$ cat src/source/cpuCtrl_cfg.svh
`ifndef CPU_CTRL_CFG_SVH
`define CPU_CTRL_CFG_SVH

// Widths
`define CPU_WORD_W        16
`define FLAG_W            4
`define FLAG_IDX_W        2
`define REG_SEL_W         3
`define ALU_FUNC_W        4
`define ALU_SEL_W         3
`define MEM_ADDR_SEL_W    2

// Opcode field positions
`define OPC_CLASS_MSB     15
`define OPC_CLASS_LSB     12
`define OPC_SRC_MSB       11  // Source 1, shared by all forms
`define OPC_SRC_LSB       9
`define OPC_A_FUNC_MSB    8
`define OPC_A_FUNC_LSB    5
`define OPC_A_BREG_MSB    4
`define OPC_A_BREG_LSB    3
`define OPC_A_DEST_MSB    2
`define OPC_A_DEST_LSB    0
`define OPC_I_FUNC_BIT    8   // Repeated twice in the I form
`define OPC_I_FUNC_MSB    13
`define OPC_I_FUNC_LSB    12
`define OPC_SI_FUNC_MSB   8
`define OPC_SI_FUNC_LSB   7
`define OPC_SI_DEST_MSB   6
`define OPC_SI_DEST_LSB   4
`define OPC_FLAG_SET_BIT  11  // FLS/FLC when set
`define OPC_FLAG_VAL_BIT  10
`define OPC_FLAG_IDX_MSB  9
`define OPC_FLAG_IDX_LSB  8

// Instruction classes, matched with casez
`define OPC_CLS_A         4'b0000
`define OPC_CLS_SI        4'b0001
`define OPC_CLS_FLAG      4'b0010
`define OPC_CLS_RESERVED  4'b0011  // Former stack group
`define OPC_CLS_I         4'b01??
`define OPC_CLS_J         4'b1???

// Destination codes
`define DEST_NONE         3'b000
`define DEST_A            3'b001
`define DEST_B            3'b010
`define DEST_C            3'b011
`define DEST_NOWRITE      3'b100
`define DEST_ABS          3'b101
`define DEST_ADDR_A       3'b110
`define DEST_ABS_IDX      3'b111

// Source modes, top bit clear means register
`define SRC_MEM_BIT       2
`define SRC_IMM           3'b100
`define SRC_ABS           3'b101
`define SRC_ADDR_A        3'b110
`define SRC_ABS_IDX       3'b111

// ALU operand A sources
`define ALUA_PC           3'd4
`define ALUA_MEM          3'd5
`define ALUA_HIMEM        3'd6

// ALU operand B sources
`define ALUB_ZERO         3'd0
`define ALUB_A            3'd1
`define ALUB_ONE          3'd4
`define ALUB_OPERAND      3'd5
`define ALUB_JUMP_ADDR    3'd6

// Memory address sources
`define MADDR_PC          2'd0
`define MADDR_A           2'd1
`define MADDR_ALU         2'd2

// Memory write data and flag input sources
`define WDS_ALU           1'b0
`define WDS_RESULT        1'b1
`define FLAG_SRC_INF      1'b1

// ALU functions
`define ALU_ADD           4'b0000
`define ALU_JUMP_SIGN     4'b0110
`define ALU_SI_PREFIX     2'b10

`endif

$ cat src/source/cpuCtrlPkg.sv
`default_nettype none

`include "cpuCtrl_cfg.svh"

package cpuCtrlPkg;

    typedef logic [`CPU_WORD_W-1:0]     instrWord_t;
    typedef logic [`FLAG_W-1:0]         flagVec_t;
    typedef logic [`REG_SEL_W-1:0]      regSel_t;   // Destination or source mode
    typedef logic [`ALU_FUNC_W-1:0]     aluFunc_t;
    typedef logic [`ALU_SEL_W-1:0]      aluASel_t;
    typedef logic [`ALU_SEL_W-1:0]      aluBSel_t;
    typedef logic [`MEM_ADDR_SEL_W-1:0] memAddrSel_t;

    typedef enum logic [2:0] {
        clsAlu,
        clsJump,
        clsFlagJump,
        clsFlagSet,
        clsSkip,      // Flag jump with a false condition
        clsInvalid
    } instrClass_t;

    typedef enum logic [4:0] {
        stIdle, stFetch, stExec, stJump, stFlagJump,
        stReadImm, stReadAddr,
        stReadAbsLo, stReadAbsHi, stReadAbsFinal,
        stReadAbsIdxLo, stReadAbsIdxHi, stReadAbsIdxFinal,
        stWriteAbsLo, stWriteAbsHi, stWriteAbsFinal,
        stWriteAbsIdxLo, stWriteAbsIdxHi, stWriteAbsIdxFinal,
        stHalt
    } ctrlState_t;

    typedef struct packed {
        instrClass_t                instrClass;
        regSel_t                    srcMode;
        regSel_t                    dest;
        aluFunc_t                   aluFunc;
        aluBSel_t                   aluBSel;   // B source used in exec
        logic [`FLAG_IDX_W-1:0]     flagIdx;
        logic                       flagVal;
    } decodedInstr_t;

    typedef struct packed {
        memAddrSel_t memAddr;
        logic        enPC;
        logic        saveOpcode;
        logic        saveMem1;
        logic        saveMem2;
        aluFunc_t    aluFunc;
        aluASel_t    aluA;
        aluBSel_t    aluB;
        logic        enA;
        logic        enB;
        logic        enC;
        logic        we;
        logic        re;
        logic        writeDataSource;
        logic        saveResult;
        logic        enF;
        logic        sourceF;
        flagVec_t    inF;
    } ctrlWord_t;

endpackage

`default_nettype wire

$ cat src/source/instrDecoder.sv
`default_nettype none

`include "cpuCtrl_cfg.svh"

module instrDecoder (
    input  wire cpuCtrlPkg::instrWord_t opcode,
    input  wire cpuCtrlPkg::flagVec_t   flags,
    output cpuCtrlPkg::decodedInstr_t   decoded
);

    logic [`OPC_CLASS_MSB:`OPC_CLASS_LSB]    opClass;
    cpuCtrlPkg::regSel_t                     srcField;
    logic [`FLAG_IDX_W-1:0]                  flagIdx;
    logic                                    flagVal;
    logic                                    flagHit;

    assign opClass  = opcode[`OPC_CLASS_MSB:`OPC_CLASS_LSB];
    assign srcField = opcode[`OPC_SRC_MSB:`OPC_SRC_LSB];
    assign flagIdx  = opcode[`OPC_FLAG_IDX_MSB:`OPC_FLAG_IDX_LSB];
    assign flagVal  = opcode[`OPC_FLAG_VAL_BIT];

    // JFS/JFC condition
    assign flagHit = (flags[flagIdx] == flagVal);

    always_comb begin
        decoded            = '0;
        decoded.instrClass = cpuCtrlPkg::clsInvalid;
        decoded.srcMode    = srcField;
        decoded.dest       = `DEST_NONE;
        decoded.aluBSel    = `ALUB_OPERAND;   // I and SI forms use the operand
        decoded.flagIdx    = flagIdx;
        decoded.flagVal    = flagVal;

        casez (opClass)
            `OPC_CLS_A: begin
                decoded.instrClass = cpuCtrlPkg::clsAlu;
                decoded.dest       = opcode[`OPC_A_DEST_MSB:`OPC_A_DEST_LSB];
                decoded.aluFunc    = opcode[`OPC_A_FUNC_MSB:`OPC_A_FUNC_LSB];
                decoded.aluBSel    = {1'b0, opcode[`OPC_A_BREG_MSB:`OPC_A_BREG_LSB]};
            end
            `OPC_CLS_I: begin
                // Source field doubles as destination
                decoded.instrClass = cpuCtrlPkg::clsAlu;
                decoded.dest       = srcField;
                decoded.aluFunc    = {opcode[`OPC_I_FUNC_BIT], opcode[`OPC_I_FUNC_BIT],
                                      opcode[`OPC_I_FUNC_MSB:`OPC_I_FUNC_LSB]};
            end
            `OPC_CLS_SI: begin
                decoded.instrClass = cpuCtrlPkg::clsAlu;
                decoded.dest       = opcode[`OPC_SI_DEST_MSB:`OPC_SI_DEST_LSB];
                decoded.aluFunc    = {`ALU_SI_PREFIX,
                                      opcode[`OPC_SI_FUNC_MSB:`OPC_SI_FUNC_LSB]};
            end
            `OPC_CLS_J: begin
                decoded.instrClass = cpuCtrlPkg::clsJump;
            end
            `OPC_CLS_FLAG: begin
                if (opcode[`OPC_FLAG_SET_BIT]) begin
                    decoded.instrClass = cpuCtrlPkg::clsFlagSet;  // FLS/FLC
                end else if (flagHit) begin
                    decoded.instrClass = cpuCtrlPkg::clsFlagJump;
                end else begin
                    decoded.instrClass = cpuCtrlPkg::clsSkip;     // Condition false
                end
            end
            `OPC_CLS_RESERVED: begin
                decoded.instrClass = cpuCtrlPkg::clsInvalid;      // No stack group
            end
            default: begin
                decoded.instrClass = cpuCtrlPkg::clsInvalid;
            end
        endcase
    end

endmodule

`default_nettype wire

$ cat src/source/ctrlSequencer.sv
`default_nettype none

`include "cpuCtrl_cfg.svh"

module ctrlSequencer (
    input  wire                             clk,
    input  wire                             rst,
    input  wire cpuCtrlPkg::decodedInstr_t  decoded,
    output cpuCtrlPkg::ctrlState_t          state
);

    cpuCtrlPkg::ctrlState_t nextState;
    cpuCtrlPkg::ctrlState_t readEntry;   // First state of the source read chain

    always_ff @(posedge clk or posedge rst) begin
        if (rst) begin
            state <= cpuCtrlPkg::stIdle;
        end else begin
            state <= nextState;
        end
    end

    always_comb begin
        case (decoded.srcMode)
            `SRC_IMM:     readEntry = cpuCtrlPkg::stReadImm;
            `SRC_ADDR_A:  readEntry = cpuCtrlPkg::stReadAddr;
            `SRC_ABS:     readEntry = cpuCtrlPkg::stReadAbsLo;
            `SRC_ABS_IDX: readEntry = cpuCtrlPkg::stReadAbsIdxLo;
            default:      readEntry = cpuCtrlPkg::stExec;   // Register operand
        endcase
    end

    always_comb begin
        nextState = cpuCtrlPkg::stHalt;
        case (state)
            cpuCtrlPkg::stIdle: nextState = cpuCtrlPkg::stFetch;

            cpuCtrlPkg::stFetch: begin
                case (decoded.instrClass)
                    cpuCtrlPkg::clsAlu:      nextState = readEntry;
                    cpuCtrlPkg::clsJump:     nextState = cpuCtrlPkg::stJump;
                    cpuCtrlPkg::clsFlagJump: nextState = cpuCtrlPkg::stFlagJump;
                    cpuCtrlPkg::clsFlagSet,
                    cpuCtrlPkg::clsSkip:     nextState = cpuCtrlPkg::stFetch;
                    default:                 nextState = cpuCtrlPkg::stHalt;
                endcase
            end

            // Read chains end in exec
            cpuCtrlPkg::stReadImm,
            cpuCtrlPkg::stReadAddr,
            cpuCtrlPkg::stReadAbsFinal,
            cpuCtrlPkg::stReadAbsIdxFinal: nextState = cpuCtrlPkg::stExec;

            cpuCtrlPkg::stReadAbsLo:    nextState = cpuCtrlPkg::stReadAbsHi;
            cpuCtrlPkg::stReadAbsHi:    nextState = cpuCtrlPkg::stReadAbsFinal;
            cpuCtrlPkg::stReadAbsIdxLo: nextState = cpuCtrlPkg::stReadAbsIdxHi;
            cpuCtrlPkg::stReadAbsIdxHi: nextState = cpuCtrlPkg::stReadAbsIdxFinal;

            cpuCtrlPkg::stExec: begin
                if (decoded.dest == `DEST_ABS) begin
                    nextState = cpuCtrlPkg::stWriteAbsLo;
                end else if (decoded.dest == `DEST_ABS_IDX) begin
                    nextState = cpuCtrlPkg::stWriteAbsIdxLo;
                end else begin
                    nextState = cpuCtrlPkg::stFetch;
                end
            end

            cpuCtrlPkg::stWriteAbsLo:    nextState = cpuCtrlPkg::stWriteAbsHi;
            cpuCtrlPkg::stWriteAbsHi:    nextState = cpuCtrlPkg::stWriteAbsFinal;
            cpuCtrlPkg::stWriteAbsIdxLo: nextState = cpuCtrlPkg::stWriteAbsIdxHi;
            cpuCtrlPkg::stWriteAbsIdxHi: nextState = cpuCtrlPkg::stWriteAbsIdxFinal;

            // Single-cycle tails back to fetch
            cpuCtrlPkg::stJump,
            cpuCtrlPkg::stFlagJump,
            cpuCtrlPkg::stWriteAbsFinal,
            cpuCtrlPkg::stWriteAbsIdxFinal: nextState = cpuCtrlPkg::stFetch;

            cpuCtrlPkg::stHalt: nextState = cpuCtrlPkg::stHalt;  // Wait for reset

            default: nextState = cpuCtrlPkg::stHalt;
        endcase
    end

endmodule

`default_nettype wire

$ cat src/source/ctrlWordGen.sv
`default_nettype none

`include "cpuCtrl_cfg.svh"

module ctrlWordGen (
    input  wire cpuCtrlPkg::ctrlState_t     state,
    input  wire cpuCtrlPkg::decodedInstr_t  decoded,
    input  wire cpuCtrlPkg::flagVec_t       flags,
    output cpuCtrlPkg::ctrlWord_t           ctrl
);

    cpuCtrlPkg::flagVec_t flagMask;
    cpuCtrlPkg::flagVec_t flagsUpdated;  // Result of FLS/FLC

    assign flagMask     = cpuCtrlPkg::flagVec_t'(1) << decoded.flagIdx;
    assign flagsUpdated = decoded.flagVal ? (flags | flagMask) : (flags & ~flagMask);

    // Read the word at PC and step PC by one
    function automatic cpuCtrlPkg::ctrlWord_t readAtPc(input cpuCtrlPkg::ctrlWord_t w);
        w.memAddr = `MADDR_PC;
        w.re      = 1'b1;
        w.aluFunc = `ALU_ADD;
        w.aluA    = `ALUA_PC;
        w.aluB    = `ALUB_ONE;
        w.enPC    = 1'b1;
        return w;
    endfunction

    // Address from the high memory value, optionally indexed by A
    function automatic cpuCtrlPkg::ctrlWord_t absAddress(input cpuCtrlPkg::ctrlWord_t w,
                                                         input logic indexed);
        w.memAddr = `MADDR_ALU;
        w.aluFunc = `ALU_ADD;
        w.aluA    = `ALUA_HIMEM;
        w.aluB    = indexed ? `ALUB_A : `ALUB_ZERO;
        return w;
    endfunction

    always_comb begin
        ctrl = '0;
        case (state)
            cpuCtrlPkg::stFetch: begin
                ctrl            = readAtPc(ctrl);
                ctrl.saveOpcode = 1'b1;
                if (decoded.instrClass == cpuCtrlPkg::clsFlagSet) begin
                    ctrl.enF     = 1'b1;
                    ctrl.sourceF = `FLAG_SRC_INF;
                    ctrl.inF     = flagsUpdated;
                end
            end

            cpuCtrlPkg::stExec: begin
                if (decoded.srcMode[`SRC_MEM_BIT]) begin
                    ctrl.aluA = `ALUA_MEM;                      // Operand fetched earlier
                end else begin
                    ctrl.aluA = {1'b0, decoded.srcMode[1:0]};  // Register codes line up
                end
                ctrl.aluFunc = decoded.aluFunc;
                ctrl.aluB    = decoded.aluBSel;
                ctrl.enF     = 1'b1;
                case (decoded.dest)
                    `DEST_A: ctrl.enA = 1'b1;
                    `DEST_B: ctrl.enB = 1'b1;
                    `DEST_C: ctrl.enC = 1'b1;
                    `DEST_ADDR_A: begin
                        ctrl.we              = 1'b1;
                        ctrl.writeDataSource = `WDS_ALU;
                        ctrl.memAddr         = `MADDR_A;
                    end
                    `DEST_ABS,
                    `DEST_ABS_IDX: ctrl.saveResult = 1'b1;    // Written by the write chain
                    `DEST_NONE,
                    `DEST_NOWRITE: ;                          // Flags only
                endcase
            end

            cpuCtrlPkg::stJump: begin
                ctrl.aluFunc = `ALU_JUMP_SIGN;
                ctrl.aluA    = `ALUA_PC;
                ctrl.aluB    = `ALUB_JUMP_ADDR;
                ctrl.enPC    = 1'b1;
            end

            cpuCtrlPkg::stFlagJump: begin
                ctrl.aluFunc = `ALU_ADD;
                ctrl.aluA    = `ALUA_PC;
                ctrl.aluB    = `ALUB_OPERAND;  // Relative offset
                ctrl.enPC    = 1'b1;
            end

            cpuCtrlPkg::stReadImm: begin
                ctrl          = readAtPc(ctrl);
                ctrl.saveMem1 = 1'b1;
            end

            cpuCtrlPkg::stReadAddr: begin
                ctrl.memAddr  = `MADDR_A;
                ctrl.re       = 1'b1;
                ctrl.saveMem1 = 1'b1;
            end

            // Low address word
            cpuCtrlPkg::stReadAbsLo,
            cpuCtrlPkg::stReadAbsIdxLo,
            cpuCtrlPkg::stWriteAbsLo,
            cpuCtrlPkg::stWriteAbsIdxLo: begin
                ctrl          = readAtPc(ctrl);
                ctrl.saveMem2 = 1'b1;
            end

            // High address word
            cpuCtrlPkg::stReadAbsHi,
            cpuCtrlPkg::stReadAbsIdxHi,
            cpuCtrlPkg::stWriteAbsHi,
            cpuCtrlPkg::stWriteAbsIdxHi: begin
                ctrl          = readAtPc(ctrl);
                ctrl.saveMem1 = 1'b1;
            end

            cpuCtrlPkg::stReadAbsFinal,
            cpuCtrlPkg::stReadAbsIdxFinal: begin
                ctrl          = absAddress(ctrl, state == cpuCtrlPkg::stReadAbsIdxFinal);
                ctrl.re       = 1'b1;
                ctrl.saveMem1 = 1'b1;
            end

            cpuCtrlPkg::stWriteAbsFinal,
            cpuCtrlPkg::stWriteAbsIdxFinal: begin
                ctrl                 = absAddress(ctrl,
                                                  state == cpuCtrlPkg::stWriteAbsIdxFinal);
                ctrl.we              = 1'b1;
                ctrl.writeDataSource = `WDS_RESULT;
            end

            default: ;  // Idle and halt stay quiet
        endcase
    end

endmodule

`default_nettype wire

$ cat src/source/cpuController.sv
`default_nettype none

module cpuController (
    input  wire                         clk,
    input  wire                         rst,
    input  wire cpuCtrlPkg::instrWord_t opcode,
    input  wire cpuCtrlPkg::flagVec_t   flags,
    output cpuCtrlPkg::ctrlWord_t       ctrl
);

    cpuCtrlPkg::decodedInstr_t decoded;
    cpuCtrlPkg::ctrlState_t    state;

    instrDecoder i_decoder (
        .opcode  (opcode),
        .flags   (flags),
        .decoded (decoded)
    );

    // Only storage in the controller
    ctrlSequencer i_sequencer (
        .clk     (clk),
        .rst     (rst),
        .decoded (decoded),
        .state   (state)
    );

    ctrlWordGen i_wordGen (
        .state   (state),
        .decoded (decoded),
        .flags   (flags),
        .ctrl    (ctrl)
    );

endmodule

`default_nettype wire

$ cat config.mk
export PLATFORM = sky130hd
export DESIGN_NAME = cpuController
export DESIGN_NICKNAME = d
export VERILOG_FILES = /design/src/source/cpuCtrlPkg.sv /design/src/source/instrDecoder.sv /design/src/source/ctrlSequencer.sv /design/src/source/ctrlWordGen.sv /design/src/source/cpuController.sv
export VERILOG_INCLUDE_DIRS = /design/src /design/src/source
export SDC_FILE = /design/constraint.sdc
export NUM_CORES = 1
export LEC_CHECK = 0
export ABC_AREA = 1
export BUFFER_PORTS_ARGS = -buffer_cell sky130_fd_sc_hd__buf_2
export CAP_MARGIN = 5
export CORE_ASPECT_RATIO = 0.9
export CORE_UTILIZATION = 46
export CTS_CLUSTER_DIAMETER = 50
export DETAILED_ROUTE_END_ITERATION = 10
export HOLD_SLACK_MARGIN = 0.08
export PLACE_DENSITY = 0.78
export SLEW_MARGIN = 20
export SYNTH_ARGS = -nofsm -noshare
export SYNTH_HDL_FRONTEND = slang
export SYNTH_HIERARCHICAL = 1
export SYNTH_SLANG_ARGS = --single-unit
$ cat constraint.sdc
create_clock -name clk -period 1.4 [get_ports clk]
set_input_delay 0.07 -clock clk [delete_from_list [all_inputs] [get_ports clk]]
set_output_delay 0.07 -clock clk [all_outputs]
set_load 0.02 [all_outputs]
# == Yosys cells after proc, flatten, opt, wreduce, memory -nomap -nowiden ==
# Cells that the tools add are included.
# op_classes
magnitude_cmp,1
n_eq_ne,37
n_shift,1
mux,33
bitwise_logic,3
n_reduce_logical,16
# ops
cell,count
one-hot mux 10 bit (6 select lines),1
one-hot mux 5 bit (12 select lines),1
"equality test 5 x 4 -> 1 bit, second input constant",8
"equality test 3 bit, second input constant",8
one-hot mux 7 bit (3 select lines),1
"equality test 5 x 3 -> 1 bit, second input constant",4
one-hot mux 5 bit (4 select lines),1
one-hot mux 4 bit (4 select lines),1
"equality test 5 bit, second input constant",3
two-way mux 5 bit,3
two-way mux 1 bit,14
OR reduction 13 bit,1
"equality test 3 x 2 -> 1 bit, second input constant",4
two-way mux 3 bit,4
one-hot mux 3 bit (4 select lines),1
OR reduction 12 bit,1
OR reduction 4 bit,3
"equality test 5 x 2 -> 1 bit, second input constant",2
OR reduction 10 bit,1
one-hot mux 3 bit (3 select lines),1
"equality test 4 x 2 -> 1 bit, second input constant",2
one-hot mux 4 bit (2 select lines),1
OR reduction 2 bit,4
OR reduction 8 bit,1
other kinds (19),20
# word_totals
regBits,5
out_inout_bits,29

# == Logic depth before layout (Yosys ltp) ==
# Gate-level depths: netlist of the first run.
# logic_depth
depth_word,10
depth_mapped,15
ltp_nobuf,15

# == Cells and area by module ==
# Netlist of the first run, hierarchy kept.
# modules_own_cells
mod,instances,cells_per_inst,area_per_inst_um2,seq_area_each_um2
ctrlWordGen,1,123,560.5,0.0
ctrlSequencer,1,99,555.5,125.1
instrDecoder,1,60,317.8,0.0

# == Worst setup path before layout of the first run ==
# OpenSTA, ideal clock, no wires.
# synth_timing
kind,register to output
startpoint,register i_sequencer.state[3]
endpoint,output port ctrl[0] (netlist bit)
arrival_ns,1.647
required_time_ns,1.330
setup_slack_ns,-0.317
path_stages_with_launch,6
path_cell_list,dfrtp_1 nor2_4 inv_1 nor2_1 nand2_2 a21oi_1
# synth_lines
element,line,rtl
start: declaration,ctrlSequencer.sv:9,output cpuCtrlPkg::ctrlState_t state
start signal: assignment,ctrlSequencer.sv:17,state <= cpuCtrlPkg::stIdle;
start signal: assignment,ctrlSequencer.sv:19,state <= nextState;
end: declaration,cpuController.sv:8,output cpuCtrlPkg::ctrlWord_t ctrl

==> reports/qor.txt, run 1 <==
status - finished with violations
failing checks - setup timing
die width - 60.85 um
RSZ-0062 raised after global routing - yes
first-pass GRT wire length - 8783 um
number of cells on the critical path - 9
CP delay by family, top - simple AND/OR/NAND/NOR gates
Total Power - 0.5757 mW
largest register by flop count - i_sequencer/state
Reg area - 130.1 sq um
Slew @ Worst Pin - 0.4545 ns
crit-path most repeated cell - nand2_1
crit-path max FO - 7
Worst Setup End Kind - output pin
number of distinct library cells after synthesis - 28
slowest stage delay, CP - 0.46 ns
dpl hpwl - 3629 um
Worst Path Required - 1.33 ns
vias in the first global route - 2054
initial DRC count - 582
DIE HEIGHT - 54.97 um
max-slew violations - 0
nets@finish - 408
adder-cell share of the synthesized area - 0%
reg2reg path depth - 10
Peak Freq - 515.0 MHz
Hold Crit Class - in -> reg
fillers - 127
register area share after synthesis - 8.726%
period utilization - 138.7%
largest net degree at the start of global routing - 10
Hold Startpoint - opcode[11]
Detailed Routing Iterations Pass 1 - 6
Clock Tree Buf Depth - 2
setup TNS - -11.67 ns
GRT Total Usage - 35.73%
Mapped Area - 1434 sq um
H-tree lvl count - 1
Post-route DRC - 0
IO Port Bufs - 50
ant diodes - 0
worst skew pair latency - 0.28 ns
area grow syn2layout - 78.10%
critical path type - reg -> out
peak supply drop - 0.4298 mV
Sink Count - 5
Crit path arrival time - 1.87 ns
gate count after technology mapping - 282
Worst-path clk slew - 0.06 ns
grt total ovfl - 0
core box area - 2860 sq um
commonest non-fill, non-tap cell in the layout - nand2_1
Antenna Nets Post-Route - 0
max reg flops - 5
Final min period - 1.942 ns
Row Count - 18
wire per inst - 19.55 um
CP Cell Sequence - inv_1 -> nor2_1 -> nand2_1 -> nand2_1 -> nand2_2 -> nand2_1 -> nor2_4 -> nand2_4 -> buf_6
largest family of logic cells by synthesized area - simple AND/OR/NAND/NOR gates
most frequent cells in the layout - nand2_1, buf_4, inv_1
# setup viols final - 34
layout cells sized above 1 - 49.87%
initial antenna violation count - 1
number of buffers created by CTS - 3
Worst setup SP type - flop
Synth Area in Compound Gates - 11.61%
via count - 2724
multiplexer area fraction after synthesis - 0%
Starting Density - 50.13%
DRT Wirelength - 8310 um
CTS tree - done
Hold Crit Depth - 3
post-route setup slack - -0.5416 ns
WHS - 0.2261 ns
Clock Tree Root - clkbuf_4
Power per Cell Area - 225.4 nW/um^2
#FFs+latches synth - 5
Worst R2R End - i_sequencer/state[1]$_DFF_PP0_
via/cell ratio - 6.409
Syn Area/Cell - 5.085 sq um
footprint of the multi-input gates - 1324 sq um
Setup Skew - 0.001791 ns
Leakage Power - 1.403 nW
Yosys Warn Count - 6
crit path max-delay cell type - dfrtp_2
worst rel slew slack - 69.57%
biggest regs - i_sequencer/state x5
Min-Delay Endpoint - i_sequencer/state[2]$_DFF_PP0_
Die Area - 3345 sq um
Placed Cells - 413
Simple-Gate Fraction of Synth Area - 62.65%
Hold Fails Final Rpt - 0
post-synthesis xor/xnor area fraction - 0%
max-cap viol count - 0
I/O pin cnt - 51
Mapped Nets - 304
r2r startpoint - i_sequencer/state[0]$_DFF_PP0_
R2R setup slack - -0.33 ns
Post-Layout Cell Count - 425
CP Buf/Inv Count - 2
placer congestion estimate - 0.9108
[through the flow]
stage               area [sq um]  setup WS, ns  util, %
finish                      2554       -0.5416    89.28
global route                2554       -0.7072    89.28
CTS                         2411       -0.2600    84.30
detailed placement          2103       -0.1520    73.53
global placement            2103       -0.1521    73.53
floorplan                   1503       -0.1396        -
[synth_stat cells, drive strengths merged]
library cell   n  share of area [%]
nand2         90                 24
nand3b         2                1.0
or2            3                1.3
nor4           3                1.3
nor2          51                 17
nor3           1               0.35
a31oi          1               0.44
dfrtp          5                8.7
a21oi          8                3.1
buf            8                4.7
o21ai         12                4.5
inv           47                 12
o22ai          1               0.44
o221ai         1               0.61
nand4          3                1.3
nand3         41                 17
o211ai         5                2.6
[area by class of cell]
| type | instances | share of cell area, % |
|---|---|---|
| Multi-Input combinational cell | 222 | 51.84 |
| Tap cell | 40 | 1.960 |
| Clock buffer | 4 | 1.029 |
| Sequential cell | 5 | 5.096 |
| Inverter | 47 | 7.202 |
| Timing Repair Buffer | 107 | 32.88 |
[what timing repair did]
item / in CTS / in global routing
buffers inserted: 4 / 6
hold buffers: 1 / 0
hold endpoints to repair: 5 / 0
pin swaps: 16 / 11
setup endpoints to repair: 34 / 34
gates resized for setup: 88 / 26
[layer usage]
layer / GRT usage (%) / vias to the layer above / wire length, um
li1: - / 1100 / -
met1: 40.68 / 1165 / 2689
met2: 61.54 / 329 / 3498
met3: 9.302 / 130 / 1236
met4: 19.70 / 0 / 886
met5: 0 / - / 0
[worst reg2reg max path, cell delays in order (launching register included)]
cell	delay [ns]
dfrtp_2	0.48
buf_4	0.17
buf_6	0.13
nor2_4	0.12
inv_1	0.09
nand2_1	0.11
nor2_1	0.07
o21ai_2	0.19
nand2_1	0.07
nor2_1	0.11
nand2_1	0.08
[worst max path at each step]
| stage | startpoint | endpoint | slack [ns] |
|---|---|---|---|
| after CTS | i_sequencer/state[2]$_DFF_PP0_ | ctrl[12] | -0.26 |
| after detailed placement | i_sequencer/state[3]$_DFF_PP0_ | i_sequencer/state[1]$_DFF_PP0_ | -0.15 |
| after floorplan | i_sequencer/state[3]$_DFF_PP0_ | ctrl[10] | -0.14 |
| after global placement | i_sequencer/state[3]$_DFF_PP0_ | i_sequencer/state[1]$_DFF_PP0_ | -0.15 |
| after global routing | i_sequencer/state[3]$_DFF_PP0_ | ctrl[26] | -0.71 |
| final | i_sequencer/state[3]$_DFF_PP0_ | ctrl[26] | -0.54 |
[where the power goes]
part | internal (mW) | switching, mW | total [mW]
Clock | 0.110 | 0.0965 | 0.207
Sequential | 0.144 | 0 | 0.144
Combinational | 0.0871 | 0.137 | 0.224
[cells by family after synthesis]
logic type / count (synthesis)
compound gates: 28
buf+inv: 55
flops: 5
simple gates: 194
(Power assumes the default switching activity.)
==> run 2: changes to the inputs <==
--- a/config.mk
+++ b/config.mk
@@ -14,9 +14,11 @@
 export CTS_CLUSTER_DIAMETER = 50
 export DETAILED_ROUTE_END_ITERATION = 10
 export HOLD_SLACK_MARGIN = 0.08
+export MAX_ROUTING_LAYER = met4
 export PLACE_DENSITY = 0.78
 export SLEW_MARGIN = 20
 export SYNTH_ARGS = -nofsm -noshare
 export SYNTH_HDL_FRONTEND = slang
 export SYNTH_HIERARCHICAL = 1
 export SYNTH_SLANG_ARGS = --single-unit
+export TNS_END_PERCENT = 1
==> reports/qor.txt, run 2 (same netlist as run 1, synthesis figures left out) <==
grt total ovfl - 0 (unchanged)
critical path type - reg -> out (unchanged)
Power per Cell Area - 221.8 nW/um^2 (was 225.4 nW/um^2)
via/cell ratio - 5.132 (was 6.409)
Final min period - 1.661 ns (was 1.942 ns)
wire per inst - 11.76 um (was 19.55 um)
nets@finish - 401 (was 408)
dpl hpwl - 3608 um (was 3629 um)
CTS tree - done (unchanged)
Die Area - 3345 sq um (unchanged)
worst skew pair latency - 0.24 ns (was 0.28 ns)
Worst setup SP type - flop (unchanged)
Row Count - 18 (unchanged)
Worst-path clk slew - 0.05 ns (was 0.06 ns)
max reg flops - 5 (unchanged)
Leakage Power - 1.326 nW (was 1.403 nW)
vias in the first global route - 1948 (was 2054)
Post-Layout Cell Count - 418 (was 425)
GRT Total Usage - 33.23% (was 35.73%)
Slew @ Worst Pin - 0.3975 ns (was 0.4545 ns)
via count - 2145 (was 2724)
WHS - 0.2705 ns (was 0.2261 ns)
RSZ-0062 raised after global routing - yes (unchanged)
Peak Freq - 602.2 MHz (was 515.0 MHz)
largest register by flop count - i_sequencer/state (unchanged)
most frequent cells in the layout - nand2_1, buf_4, inv_1 (unchanged)
Worst Path Required - 1.33 ns (about the same)
peak supply drop - 0.4724 mV (was 0.4298 mV)
Layout Cell Area excl Fill - 2285 sq um (was 2554 sq um)
largest net degree at the start of global routing - 10 (unchanged)
period utilization - 118.6% (was 138.7%)
Total Power - 0.5068 mW (was 0.5757 mW)
failing checks - setup timing (unchanged)
post-route setup slack - -0.2606 ns (was -0.5416 ns)
Sink Count - 5 (unchanged)
Hold Crit Class - in -> async (was in -> reg)
total placed instance area - 1984 sq um (was 2103 sq um)
DRT Wirelength - 4916 um (was 8310 um)
DIE HEIGHT - 54.97 um (unchanged)
biggest regs - i_sequencer/state x5 (unchanged)
status - finished with violations (unchanged)
Placed Cells - 404 (was 413)
core box area - 2860 sq um (unchanged)
Hold Fails Final Rpt - 0 (unchanged)
initial antenna violation count - 0 (was 1)
Detailed Routing Iterations Pass 1 - 5 (was 6)
dpl ws - -0.1438 ns (was -0.1520 ns)
crit-path max FO - 7 (unchanged)
H-tree lvl count - 1 (unchanged)
# setup viols final - 34 (unchanged)
area grow syn2layout - 59.34% (was 78.10%)
die width - 60.85 um (unchanged)
Antenna Nets Post-Route - 0 (unchanged)
Clock Tree Root - clkbuf_4 (unchanged)
IO Port Bufs - 50 (unchanged)
ant diodes - 0 (unchanged)
commonest non-fill, non-tap cell in the layout - nand2_1 (unchanged)
Starting Density - 50.13% (unchanged)
number of buffers created by CTS - 3 (unchanged)
I/O pin cnt - 51 (unchanged)
worst rel slew slack - 73.38% (was 69.57%)
initial DRC count - 120 (was 582)
max-cap viol count - 0 (unchanged)
placer congestion estimate - 0.9683 (was 0.9108)
Clock Tree Buf Depth - 2 (unchanged)
layout cells sized above 1 - 42.06% (was 49.87%)
first-pass GRT wire length - 8079 um (was 8783 um)
Crit path arrival time - 1.59 ns (was 1.87 ns)
Setup Skew - 0.001660 ns (was 0.001791 ns)
Post-route DRC - 0 (unchanged)
max-slew violations - 0 (unchanged)
Worst Setup End Kind - output pin (unchanged)
==> run 2: timing repair <==
action,CTS,global route
pin swaps,16,10
endpoints found under the setup margin,32,34
setup buffers,7,2
hold buffers,1,0
hold endpoints to repair,5,0
gates resized for setup,53,15
==> run 2: where the power goes <==
part / leakage (nW) / switching [mW] / total, mW / internal [mW]
logic: 1.26 / 0.107 / 0.191 / 0.0837
clock network: 0.0150 / 0.0632 / 0.171 / 0.108
registers: 0.0502 / 0 / 0.145 / 0.145
==> run 2: final timing paths <==
path                                             endpoint  cells after the start                           start  slack (ns)
min in group clk           i_sequencer/state[2]$_DFF_PP0_                      4                      opcode[11]        0.33
max in group asynchronous  i_sequencer/state[0]$_DFF_PP0_                      3                             rst        0.93
setup / recovery                                  ctrl[9]                      7  i_sequencer/state[1]$_DFF_PP0_       -0.26
setup reg to reg           i_sequencer/state[1]$_DFF_PP0_                     10  i_sequencer/state[2]$_DFF_PP0_       -0.24
hold reg to reg            i_sequencer/state[0]$_DFF_PP0_                      4  i_sequencer/state[4]$_DFF_PP0_        0.86
hold / removal             i_sequencer/state[1]$_DFF_PP0_                      3                             rst        0.27
==> run 2: cell type report <==
type / instances / area (sq um)
multi-input cells: 222 / 1170
repair buffers: 100 / 729.5
fillers: 215 / 575.6
inverters: 47 / 178.9
flip-flops and latches: 5 / 130.1
well taps: 40 / 50.05
clock buffers: 4 / 26.28
==> run 2: per-stage QoR <==
stage               utilization (%)  TNS (ns)
floorplan                         -    -1.082
global placement              69.38    -1.421
detailed placement            69.38    -2.023
global route                  79.88    -8.952
CTS                           77.65    -5.475
finish                        79.88    -5.803
==> run 2: routing by layer <==
layer / track usage [%] / vias up / routed length (um)
met2: 58.42 / 86 / 2482
li1: - / 1090 / -
met4: 7.576 / 0 / 89
met5: - / - / 0
met1: 40.25 / 959 / 2082
met3: 5.349 / 10 / 261
==> run 2: critical path: stages (launching register included) <==
cell     delay [ns]
dfrtp_2        0.43
inv_2          0.08
nor2_4         0.18
nand3_4        0.17
inv_4          0.12
nand4_1        0.13
nand2_1        0.12
buf_6          0.12
